## config.mk

```make
export PLATFORM = sky130hd
export DESIGN_NAME = gfx_pattern_top
export DESIGN_NICKNAME = d
export VERILOG_FILES = /design/src/gfx_pkg.sv /design/src/gfx_pattern_gen.sv /design/src/gfx_pattern_top.sv /design/src/gfx_pixel_fifo.sv /design/src/vga_scanout.sv
export SDC_FILE = /design/constraint.sdc
export NUM_CORES = 1
export LEC_CHECK = 0
export BUFFER_PORTS_ARGS = -buffer_cell sky130_fd_sc_hd__buf_2
export CAP_MARGIN = 25
export CORE_ASPECT_RATIO = 1.5
export CORE_MARGIN = 2
export CORE_UTILIZATION = 46
export CTS_CLUSTER_DIAMETER = 80
export DETAILED_ROUTE_END_ITERATION = 10
export GPL_TIMING_DRIVEN = 0
export MAX_ROUTING_LAYER = met4
export SLEW_MARGIN = 10
export SYNTH_ARGS = -nofsm -noshare
export SYNTH_HDL_FRONTEND = slang
export SYNTH_SLANG_ARGS = --single-unit
```

## constraint.sdc

```tcl
create_clock -name pixel_clk -period 2.7 [get_ports pixel_clk]
set_input_delay 0.27 -clock pixel_clk [delete_from_list [all_inputs] [get_ports pixel_clk]]
set_output_delay 0.27 -clock pixel_clk [all_outputs]
set_load 0.01 [all_outputs]
```

## src/gfx_pkg.sv

```systemverilog
// fixed 640x480 at 60 Hz mode only; FIFO_DEPTH must be a power of two for pointer wrap
package gfx_pkg;

  // one colour channel of the 12-bit output
  typedef logic [3:0] color_t;

  // pixel or line position, wide enough for the 800 pixel total
  typedef logic [9:0] coord_t;

  // saturating underflow counter value
  typedef logic [15:0] err_count_t;

  typedef struct packed {
    color_t red;
    color_t grn;
    color_t blu;
  } pixel_t;

  // horizontal timing in pixels
  localparam coord_t H_VISIBLE = 10'd640;
  localparam coord_t H_FRONT   = 10'd16;
  localparam coord_t H_SYNC    = 10'd96;
  localparam coord_t H_TOTAL   = 10'd800;

  // vertical timing in lines
  localparam coord_t V_VISIBLE = 10'd480;
  localparam coord_t V_FRONT   = 10'd10;
  localparam coord_t V_SYNC    = 10'd2;
  localparam coord_t V_TOTAL   = 10'd525;

  // derived positions used by the counters and the sync decode
  localparam coord_t H_LAST       = H_TOTAL - 10'd1;
  localparam coord_t V_LAST       = V_TOTAL - 10'd1;
  localparam coord_t X_LAST       = H_VISIBLE - 10'd1;
  localparam coord_t Y_LAST       = V_VISIBLE - 10'd1;
  localparam coord_t H_SYNC_START = H_VISIBLE + H_FRONT;
  localparam coord_t H_SYNC_END   = H_SYNC_START + H_SYNC;
  localparam coord_t V_SYNC_START = V_VISIBLE + V_FRONT;
  localparam coord_t V_SYNC_END   = V_SYNC_START + V_SYNC;

  // pixel FIFO sizing
  localparam int FIFO_DEPTH = 16;
  localparam int FIFO_PTR_W = $clog2(FIFO_DEPTH);

  typedef logic [FIFO_PTR_W-1:0] fifo_ptr_t;

  // one extra bit so a full FIFO can be told apart from an empty one
  typedef logic [FIFO_PTR_W:0] fifo_cnt_t;

  localparam fifo_cnt_t FIFO_FULL = fifo_cnt_t'(FIFO_DEPTH);

  // error counter ceiling
  localparam err_count_t ERR_COUNT_MAX = '1;

endpackage

```

## src/gfx_pattern_gen.sv

```systemverilog
// writes one frame of stripes in raster order; a pause on pattern_en is not caught up
`timescale 1ns/1ps

module gfx_pattern_gen (
  input  logic            pixel_clk,
  input  logic            rst_n,
  input  logic            pattern_en,
  input  logic            full,
  output logic            wr_en,
  output gfx_pkg::pixel_t wr_data
);
  import gfx_pkg::*;

  coord_t x;
  coord_t y;
  logic   x_last;
  logic   y_last;

  // write whenever there is room and the pattern is enabled
  assign wr_en = pattern_en && !full;

  assign x_last = (x == X_LAST);
  assign y_last = (y == Y_LAST);

  // stripes are 64 pixels wide, so red is x / 64
  assign wr_data.red = x[9:6];

  // horizontal bands 32 lines high
  assign wr_data.grn = y[8:5];

  assign wr_data.blu = wr_data.red ^ wr_data.grn;

  // raster position only moves on an accepted write
  always_ff @(posedge pixel_clk) begin
    if (!rst_n) begin
      x <= '0;
      y <= '0;
    end else if (wr_en) begin
      if (x_last) begin
        x <= '0;
        if (y_last) begin
          y <= '0;
        end else begin
          y <= y + 10'd1;
        end
      end else begin
        x <= x + 10'd1;
      end
    end
  end

endmodule

```

## src/gfx_pattern_top.sv

```systemverilog
// single pixel_clk domain; once an underflow happens only a reset realigns producer and scanout
`timescale 1ns/1ps

module gfx_pattern_top (
  input  logic               pixel_clk,
  input  logic               rst_n,
  input  logic               pattern_en,
  output gfx_pkg::color_t    red,
  output gfx_pkg::color_t    grn,
  output gfx_pkg::color_t    blu,
  output logic               hsync,
  output logic               vsync,
  output gfx_pkg::err_count_t error_count
);
  import gfx_pkg::*;

  logic   wr_en;
  pixel_t wr_data;
  logic   rd_en;
  pixel_t rd_data;
  logic   full;
  logic   empty;
  logic   vga_error;

  gfx_pattern_gen gfx_pattern_gen_i (
    .pixel_clk (pixel_clk),
    .rst_n     (rst_n),
    .pattern_en(pattern_en),
    .full      (full),
    .wr_en     (wr_en),
    .wr_data   (wr_data)
  );

  gfx_pixel_fifo gfx_pixel_fifo_i (
    .pixel_clk(pixel_clk),
    .rst_n    (rst_n),
    .wr_en    (wr_en),
    .wr_data  (wr_data),
    .rd_en    (rd_en),
    .rd_data  (rd_data),
    .full     (full),
    .empty    (empty)
  );

  vga_scanout vga_scanout_i (
    .pixel_clk(pixel_clk),
    .rst_n    (rst_n),
    .rd_data  (rd_data),
    .empty    (empty),
    .rd_en    (rd_en),
    .red      (red),
    .grn      (grn),
    .blu      (blu),
    .hsync    (hsync),
    .vsync    (vsync),
    .error    (vga_error)
  );

  // underflow count, held at the ceiling once reached
  always_ff @(posedge pixel_clk) begin
    if (!rst_n) begin
      error_count <= '0;
    end else if (vga_error && (error_count != ERR_COUNT_MAX)) begin
      error_count <= error_count + 16'd1;
    end
  end

endmodule

```

## src/gfx_pixel_fifo.sv

```systemverilog
// first-word-fall-through; writer must respect full and reader must respect empty
`timescale 1ns/1ps

module gfx_pixel_fifo (
  input  logic            pixel_clk,
  input  logic            rst_n,
  input  logic            wr_en,
  input  gfx_pkg::pixel_t wr_data,
  input  logic            rd_en,
  output gfx_pkg::pixel_t rd_data,
  output logic            full,
  output logic            empty
);
  import gfx_pkg::*;

  pixel_t    mem [FIFO_DEPTH];
  fifo_ptr_t wr_ptr;
  fifo_ptr_t rd_ptr;
  fifo_cnt_t count;

  // oldest entry is always on the read port
  assign rd_data = mem[rd_ptr];

  assign full  = (count == FIFO_FULL);
  assign empty = (count == '0);

  // storage
  always_ff @(posedge pixel_clk) begin
    if (wr_en) begin
      mem[wr_ptr] <= wr_data;
    end
  end

  // pointers wrap on their own since the depth is a power of two
  always_ff @(posedge pixel_clk) begin
    if (!rst_n) begin
      wr_ptr <= '0;
      rd_ptr <= '0;
    end else begin
      if (wr_en) begin
        wr_ptr <= wr_ptr + 1'b1;
      end
      if (rd_en) begin
        rd_ptr <= rd_ptr + 1'b1;
      end
    end
  end

  // occupancy
  always_ff @(posedge pixel_clk) begin
    if (!rst_n) begin
      count <= '0;
    end else begin
      case ({wr_en, rd_en})
        2'b10:   count <= count + 1'b1;
        2'b01:   count <= count - 1'b1;
        default: count <= count;
      endcase
    end
  end

  // producer side must hold off while full
  a_no_overflow : assert property (
    @(posedge pixel_clk) disable iff (!rst_n)
      !(wr_en && full)
  ) else $error("pixel FIFO written while full");

  // consumer side must hold off while empty
  a_no_underflow : assert property (
    @(posedge pixel_clk) disable iff (!rst_n)
      !(rd_en && empty)
  ) else $error("pixel FIFO read while empty");

endmodule

```

## src/vga_scanout.sv

```systemverilog
// outputs lag the counters by one cycle; the first line after reset is blank while the FIFO fills
`timescale 1ns/1ps

module vga_scanout (
  input  logic            pixel_clk,
  input  logic            rst_n,
  input  gfx_pkg::pixel_t rd_data,
  input  logic            empty,
  output logic            rd_en,
  output gfx_pkg::color_t red,
  output gfx_pkg::color_t grn,
  output gfx_pkg::color_t blu,
  output logic            hsync,
  output logic            vsync,
  output logic            error
);
  import gfx_pkg::*;

  coord_t h_cnt;
  coord_t v_cnt;
  logic   h_last;
  logic   v_last;
  logic   visible;
  logic   hsync_win;
  logic   vsync_win;
  logic   underflow;

  assign h_last = (h_cnt == H_LAST);
  assign v_last = (v_cnt == V_LAST);

  // horizontal and vertical counters
  // start on the last line so the FIFO gets a full blank line to fill
  always_ff @(posedge pixel_clk) begin
    if (!rst_n) begin
      h_cnt <= '0;
      v_cnt <= V_LAST;
    end else begin
      if (h_last) begin
        h_cnt <= '0;
        if (v_last) begin
          v_cnt <= '0;
        end else begin
          v_cnt <= v_cnt + 10'd1;
        end
      end else begin
        h_cnt <= h_cnt + 10'd1;
      end
    end
  end

  // region decode
  assign visible = (h_cnt < H_VISIBLE) && (v_cnt < V_VISIBLE);

  assign hsync_win = (h_cnt >= H_SYNC_START) && (h_cnt < H_SYNC_END);
  assign vsync_win = (v_cnt >= V_SYNC_START) && (v_cnt < V_SYNC_END);

  // one pop per visible pixel, but only if there is something to pop
  assign rd_en = visible && !empty;

  // nothing to show at a visible pixel
  assign underflow = visible && empty;

  // registered outputs
  // syncs are active low and idle high out of reset
  always_ff @(posedge pixel_clk) begin
    if (!rst_n) begin
      red   <= '0;
      grn   <= '0;
      blu   <= '0;
      hsync <= 1'b1;
      vsync <= 1'b1;
      error <= 1'b0;
    end else begin
      if (rd_en) begin
        red <= rd_data.red;
        grn <= rd_data.grn;
        blu <= rd_data.blu;
      end else begin
        // blanking and underflow both show black
        red <= '0;
        grn <= '0;
        blu <= '0;
      end
      hsync <= !hsync_win;
      vsync <= !vsync_win;
      error <= underflow;
    end
  end

  a_cnt_range : assert property (
    @(posedge pixel_clk) disable iff (!rst_n)
      (h_cnt < H_TOTAL) && (v_cnt < V_TOTAL)
  ) else $error("scanout counter past the frame total");

endmodule
```

---- Yosys cells after proc, flatten, opt, wreduce, memory -nomap -nowiden ----
Memories as Yosys holds them, arrays and structs flattened. A register that Yosys moved wholly into a read port is not among the register bits.
Index checks and enable logic that the tools add are counted.
operators by class
  order comparisons ....................... 6
  eq/ne operators ......................... 8
  muxes and demuxes ....................... 6
  reductions and logical operators ........ 17
  bitwise operators ....................... 2
  add/sub/neg operators ................... 9
operators with widths
  kind                     count
  $add A10 B1 Y10 const B  4
  $eq A10 B10 Y1 const B   3
  $mux W10                 3
  $lt A10 B10 Y1 const B   2
  $lt A10 B9 Y1 const B    2
  $add A16 B1 Y16 const B  1
  $ne A16 B16 Y1 const B   1
  $eq A10 B9 Y1 const B    1
  $ge A10 B10 Y1 const B   1
  $ge A10 B9 Y1 const B    1
  $pmux W5 S2              1
  $add A4 B1 Y4 const B    2
  $logic_and A1 B1 Y1      7
  $add A5 B1 Y5 const B    1
  $eq A5 B5 Y1 const B     1
  $logic_not A1 Y1         5
  $logic_not A5 Y1         1
  $sub A5 B1 Y5 const B    1
  $reduce_and A2 Y1        2
  $xor A4 B4 Y4            1
  $eq A2 B1 Y1 const B     1
  $eq A2 B2 Y1 const B     1
  $mux W1                  2
  $reduce_bool A2 Y1       1
  2 further kinds          2
word-level totals
  RAM bits ................................ 192
  register bits after elaboration ......... 72
  memories kept ........................... 1
  output and inout port bits .............. 30
memory list
  memory                words  width  rd ports  clocked after memory_dff  wr ports  line                  source
  gfx_pixel_fifo_i.mem  16     12     1         1                         1         gfx_pixel_fifo.sv:16  pixel_t mem [FIFO_DEPTH];

---- Longest topological paths before layout ----
  depth after elaboration ................. 5
  mapped depth ............................ 13

---- Hierarchy ----
Synthesis repeated with hierarchy kept, for this count alone.
unflattened totals
  cell total of the unflattened synthesis .. 785
  area total of the unflattened synthesis .. 11,547.3 sq um
by module, submodules not included
  module           cells an instance  times used  area an instance (sq um)
  gfx_pixel_fifo   409                1           8,157.8
  vga_scanout      153                1           1,436.4
  gfx_pattern_gen  126                1           1,116.1
  gfx_pattern_top  97                 1           837.1

---- Worst setup path before layout ----
Ideal clock, no wire load.
  kind .................................... register -> register
  from .................................... register gfx_pixel_fifo_i.count[1]
  to ...................................... register gfx_pixel_fifo_i.count[4]
  stages on the path, launching flop included .. 14
  arrival ................................. 2,704 ps
  slack ................................... -68 ps
  required time ........................... 2,636 ps
  library setup time ...................... 64 ps
  period minus slack after synthesis ...... 2,768 ps
  path buffers ............................ 3
  cell sequence ........................... dfxtp_1 -> buf_4 -> nor4_4 -> a21oi_4 -> inv_2 -> buf_6 -> ha_1 -> clkbuf_1 -> xor2_1 -> ha_1 -> a21oi_1 -> a221o_1 -> a2111o_1 -> nand4_1
on the way
  cells in the longest elaborated chain, start to end .. 5
  elaborated cells on any way between the ends .. 12
  classes of those cells .................. add/sub (2); eq/ne (3); mux (1); reduce/logical (6)
ends and longest elaborated chain
  element                                                   line                                        source
  start, declared                                           gfx_pixel_fifo.sv:19                        fifo_cnt_t count;
  start signal, assigned                                    gfx_pixel_fifo.sv:55                        2'b10: count <= count + 1'b1;
  start signal, assigned                                    gfx_pixel_fifo.sv:56                        2'b01: count <= count - 1'b1;
  start signal, assigned                                    gfx_pixel_fifo.sv:57                        default: count <= count;
  $eq A5 B5 Y1 / $logic_not A5 Y1 (equally long branches)   gfx_pixel_fifo.sv:24, gfx_pixel_fifo.sv:25
  $logic_not A1 Y1 (on tied branches)                       gfx_pattern_gen.sv:20, vga_scanout.sv:58
  $logic_and A1 B1 Y1 (on tied branches)                    gfx_pattern_gen.sv:20, vga_scanout.sv:58
  $eq A2 B1 Y1 / $eq A2 B2 Y1 (equally long branches)       gfx_pixel_fifo.sv:54                        case ({wr_en, rd_en})
  $pmux W5 S2 / $reduce_bool A2 Y1 (equally long branches)  -
Parallel ways exist; a longest one is shown, timed or not.
A chain may end at the register's enable or synchronous reset.

---- Final worst setup path ----
  from .................................... register gfx_pixel_fifo_i.count[4]
  to ...................................... register gfx_pixel_fifo_i.count[4]
on the way
  cells in the longest elaborated chain, start to end .. 5
  elaborated cells on any way between the ends .. 12
  classes of those cells .................. add/sub (2); eq/ne (3); mux (1); reduce/logical (6)
ends and longest elaborated chain
  element                                                   line                  source
  $logic_not A5 Y1 *                                        gfx_pixel_fifo.sv:25  assign empty = (count == '0);
  $logic_not A1 Y1 *                                        vga_scanout.sv:58     assign rd_en = visible && !empty;
  $logic_and A1 B1 Y1 *                                     vga_scanout.sv:58
  named net gfx_pixel_fifo_i.rd_en                          gfx_pixel_fifo.sv:9   input logic rd_en,
  $eq A2 B1 Y1 / $eq A2 B2 Y1 (equally long branches)       gfx_pixel_fifo.sv:54
  $pmux W5 S2 / $reduce_bool A2 Y1 (equally long branches)  -
The timed path passes the listed nets; every way through them passes the cells marked *.

==> impl_metrics.tcl <==
set metrics [dict create \
    status "completed" \
    max_freq_mhz 395.5 \
    postRouteWirelength_um 26670 \
    place_hpwl_um 18220 \
    grt_start_max_net_pins 25 \
    synth_fp_nets 802 \
    finalClockSkew_ns 0.009840 \
    synth_adder_area_share_pct 1.750 \
    synth-main-ff-cell "edfxtp_1" \
    min_period_ns 2.528 \
    drv_slew 0 \
    holdBufCountCts 0 \
    critPathRequiredTime_ns 3.17 \
    cp_max_fo 10 \
    synth_xor_area_share_pct 1.914 \
    synth_cells 783 \
    p_sw_mw 1.684 \
    cts_made_buffers 27 \
    ir_drop_v 0.0004453 \
    fin_util_pct 53.83 \
    place_ws_ns -0.4123 \
    path_class "register to register" \
    io_buffers 31 \
    wl_per_cell_um 21.93 \
    die_y_um 197.2 \
    grt_util_all_layers_pct 21.41 \
    start_util_pct 46.83 \
    synth_top_family_by_area "multiplexers" \
    cts_buffer_depth 3 \
    power.share.switching_pct 20.41 \
    yosysSeqAreaShare_pct 65.08 \
    clock_sinks 276 \
    hold_viol 0 \
    final.fill_count 1987 \
    synthDistinctLibCells 58 \
    yosys_warnings 0 \
    setup_slack_ns 0.1717 \
    synth_compound_area_share_pct 6.900 \
    drtIter0Drc 555 \
    arrival_ns 3.00 \
    synth_edf_count 192 \
    synthMuxAreaShare_pct 11.20 \
    crit_slowest_cell "a2111o_1" \
    synth_top_area_share_pct 50.39 \
    p_comb_share_pct 2.6 \
    intPower_mw 6.568 \
    setup_viol 0 \
    cp_slowest_stage_delay_ns 0.49 \
    end_kind "register" \
    final_area_mm2 0.01315 \
    pwr-share-clk_pct 42.3 \
    drc 0 \
    syn-cell-area_mm2 0.01144 \
    diodes 0 \
    layout-drive-gt1-share_pct 20.85 \
    pin_count 33 \
    hold_class "input pin to register" \
    grt_pass1_vias 7417 \
    syn_to_final_growth_pct 14.96 \
    antenna_found_initial 0 \
    cts_tree "built" \
    placed_area_mm2 0.01221 \
    tns_ns 0 \
    clock-root-buffer "clkbuf_16" \
    holdWs_ns 0.1832 \
    synth_simple_gate_area_share_pct 10.96 \
    routed_via_density 5.802 \
    ys_ff_latch 276 \
    synth_area_leader_cell "edfxtp_1" \
    antenna_left 0 \
    power.leakage_nw 4.476 \
    synth_top_cells_by_area "edfxtp_1 (50%), dfxtp_1 (15%), mux4_2 (9.4%), a211oi_1 (1.8%), ha_1 (1.7%)" \
    worst_pin_slew_ns 0.9338 \
    crit_path_start_kind "register" \
    crit_path_cell_trace "buf_8, clkinvlp_4, a2111o_1, inv_2, ha_4, xor2_1, ha_2, a21oi_2, a221o_1, a2111o_1, nand4_1" \
    nets 892 \
    via_count 7055 \
    path_common_cell "a2111o_1" \
    die_x_um 132.8 \
    first_pass_iters 9 \
    rsz0062_at_grt "false" \
    seqPwrFrac_pct 55.1 \
    grt_pass1_wl_um 41720 \
    clock_latency_ns 0.54 \
    clkTransAtPathRegs_ns 0.06 \
    power_density_mw_per_mm2 627.3 \
    fin_crit_sh_pct 93.64 \
    die_area_mm2 0.02618 \
    avgSynthCellArea_um2 14.61 \
    slew_headroom_pct 37.66 \
    place_congestion 0.8382 \
    overflow 0 \
    rows 70 \
    cap_violations 0 \
    ys_async_sr_fraction_pct 0 \
    core_area_mm2 0.02444 \
    h-tree-depth 1 \
]
## metrics by stage
stage               instances  power (mW)
floorplan                 783       4.760
CTS                      1210       8.317
global route             1216       8.494
finish                   1216       8.252
detailed placement       1156       4.838
global placement         1138       4.822
## Yosys cell counts, drive strengths merged, types with 17 or more instances
cell / n
nand3: 31
nand4: 17
buf: 18
or3: 17
nor2: 40
a21oi: 33
edfxtp: 192
mux2i: 20
a211oi: 27
inv: 18
clkbuf: 20
nand2: 37
mux4: 48
dfxtp: 84
xor2: 17
## layer usage
metal | vias to the layer above | track usage (%) | part of all wire, %
met1 | 3590 | 23.44 | 38
met5 | - | - | 0
met2 | 172 | 40.40 | 56
met3 | 49 | 2.309 | 3.5
met4 | 0 | 7.009 | 2.7
li1 | 3244 | - | -
## registers in the layout, indices dropped and copies added (netlist names), 5 cells and up
signal / cells
vga_scanout_i.h_cnt: 10
gfx_pattern_gen_i.x: 10
gfx_pixel_fifo_i.mem: 192
vga_scanout_i.v_cnt: 10
gfx_pixel_fifo_i.count: 5
gfx_pattern_gen_i.y: 10
error_count: 16
## critical path: cells and delay by family (launching register included)
kind / cells / cell delay [ns]
flip-flops: 1 / 0.37
AO/OA/AOI/OAI: 4 / 1.16
AND/OR/NAND/NOR: 1 / 0.06
XOR/XNOR: 1 / 0.16
buffers and inverters: 3 / 0.32
adder cells (fa/ha/maj): 2 / 0.40
## timing repair
item                                    CTS  global route
setup buffers                             6             6
pin swaps                                 3             4
gates resized for setup                   4             9
endpoints found under the setup margin    3             3
## cells by family after synthesis
logic type      after synthesis
xor+xnor                     25
fa+ha+maj                    16
simple gates                226
compound gates              116
buf+inv                      56
flops                       276
mux                          68
## power groups by stage
stage          Clock (mW)  Combinational [mW]  Sequential, mW
2_1_floorplan           0               0.132            4.63
3_3_place_gp            0               0.191            4.63
3_5_place_dp            0               0.203            4.63
4_1_cts              3.56               0.216            4.54
5_1_grt              3.71               0.238            4.55
6_report             3.49               0.216            4.54
## cells in the final DEF, fill, tap and decap left out, types with 10 or more instances in the layout
cell type and n:
clkbuf_16 28, a211oi_1 27, nand2b_1 10, nand4_1 16
nand3_1 31, nor2b_1 13, mux2i_1 20, nand2_1 37
a21oi_1 31, buf_2 37, buf_6 10, or3_1 17
dfxtp_1 81, ha_1 14, nor3_1 10, nor2_1 40
inv_1 15, edfxtp_1 192, clkbuf_1 24, xor2_1 16
mux4_2 48, o21ai_0 14, buf_4 27, and3_1 10
## cell type report
class,count,area (µm²),area share [%]
plain buffers,37,198.9,1.512
clock buffers,36,760.7,5.783
clock inverters,12,56.30,0.4280
inverters,18,71.32,0.5422
multi-input cells,451,3790,28.81
flip-flops and latches,276,7453,56.66
well taps,324,405.4,3.082
repair buffers,62,417.9,3.177
## final timing paths
path / start / to / slack (ns) / depth (start not counted)
worst max register to register: gfx_pixel_fifo_i.count[4] / gfx_pixel_fifo_i.count[4] / 0.17 / 11
worst min register to register: vga_scanout_i.h_cnt[0] / vga_scanout_i.h_cnt[0] / 0.47 / 1
worst max-delay path: gfx_pixel_fifo_i.count[4] / gfx_pixel_fifo_i.count[4] / 0.17 / 11
worst min-delay path: pattern_en / gfx_pattern_gen_i.x[2] / 0.18 / 4
No activity file was read; power rests on OpenSTA's default activity.
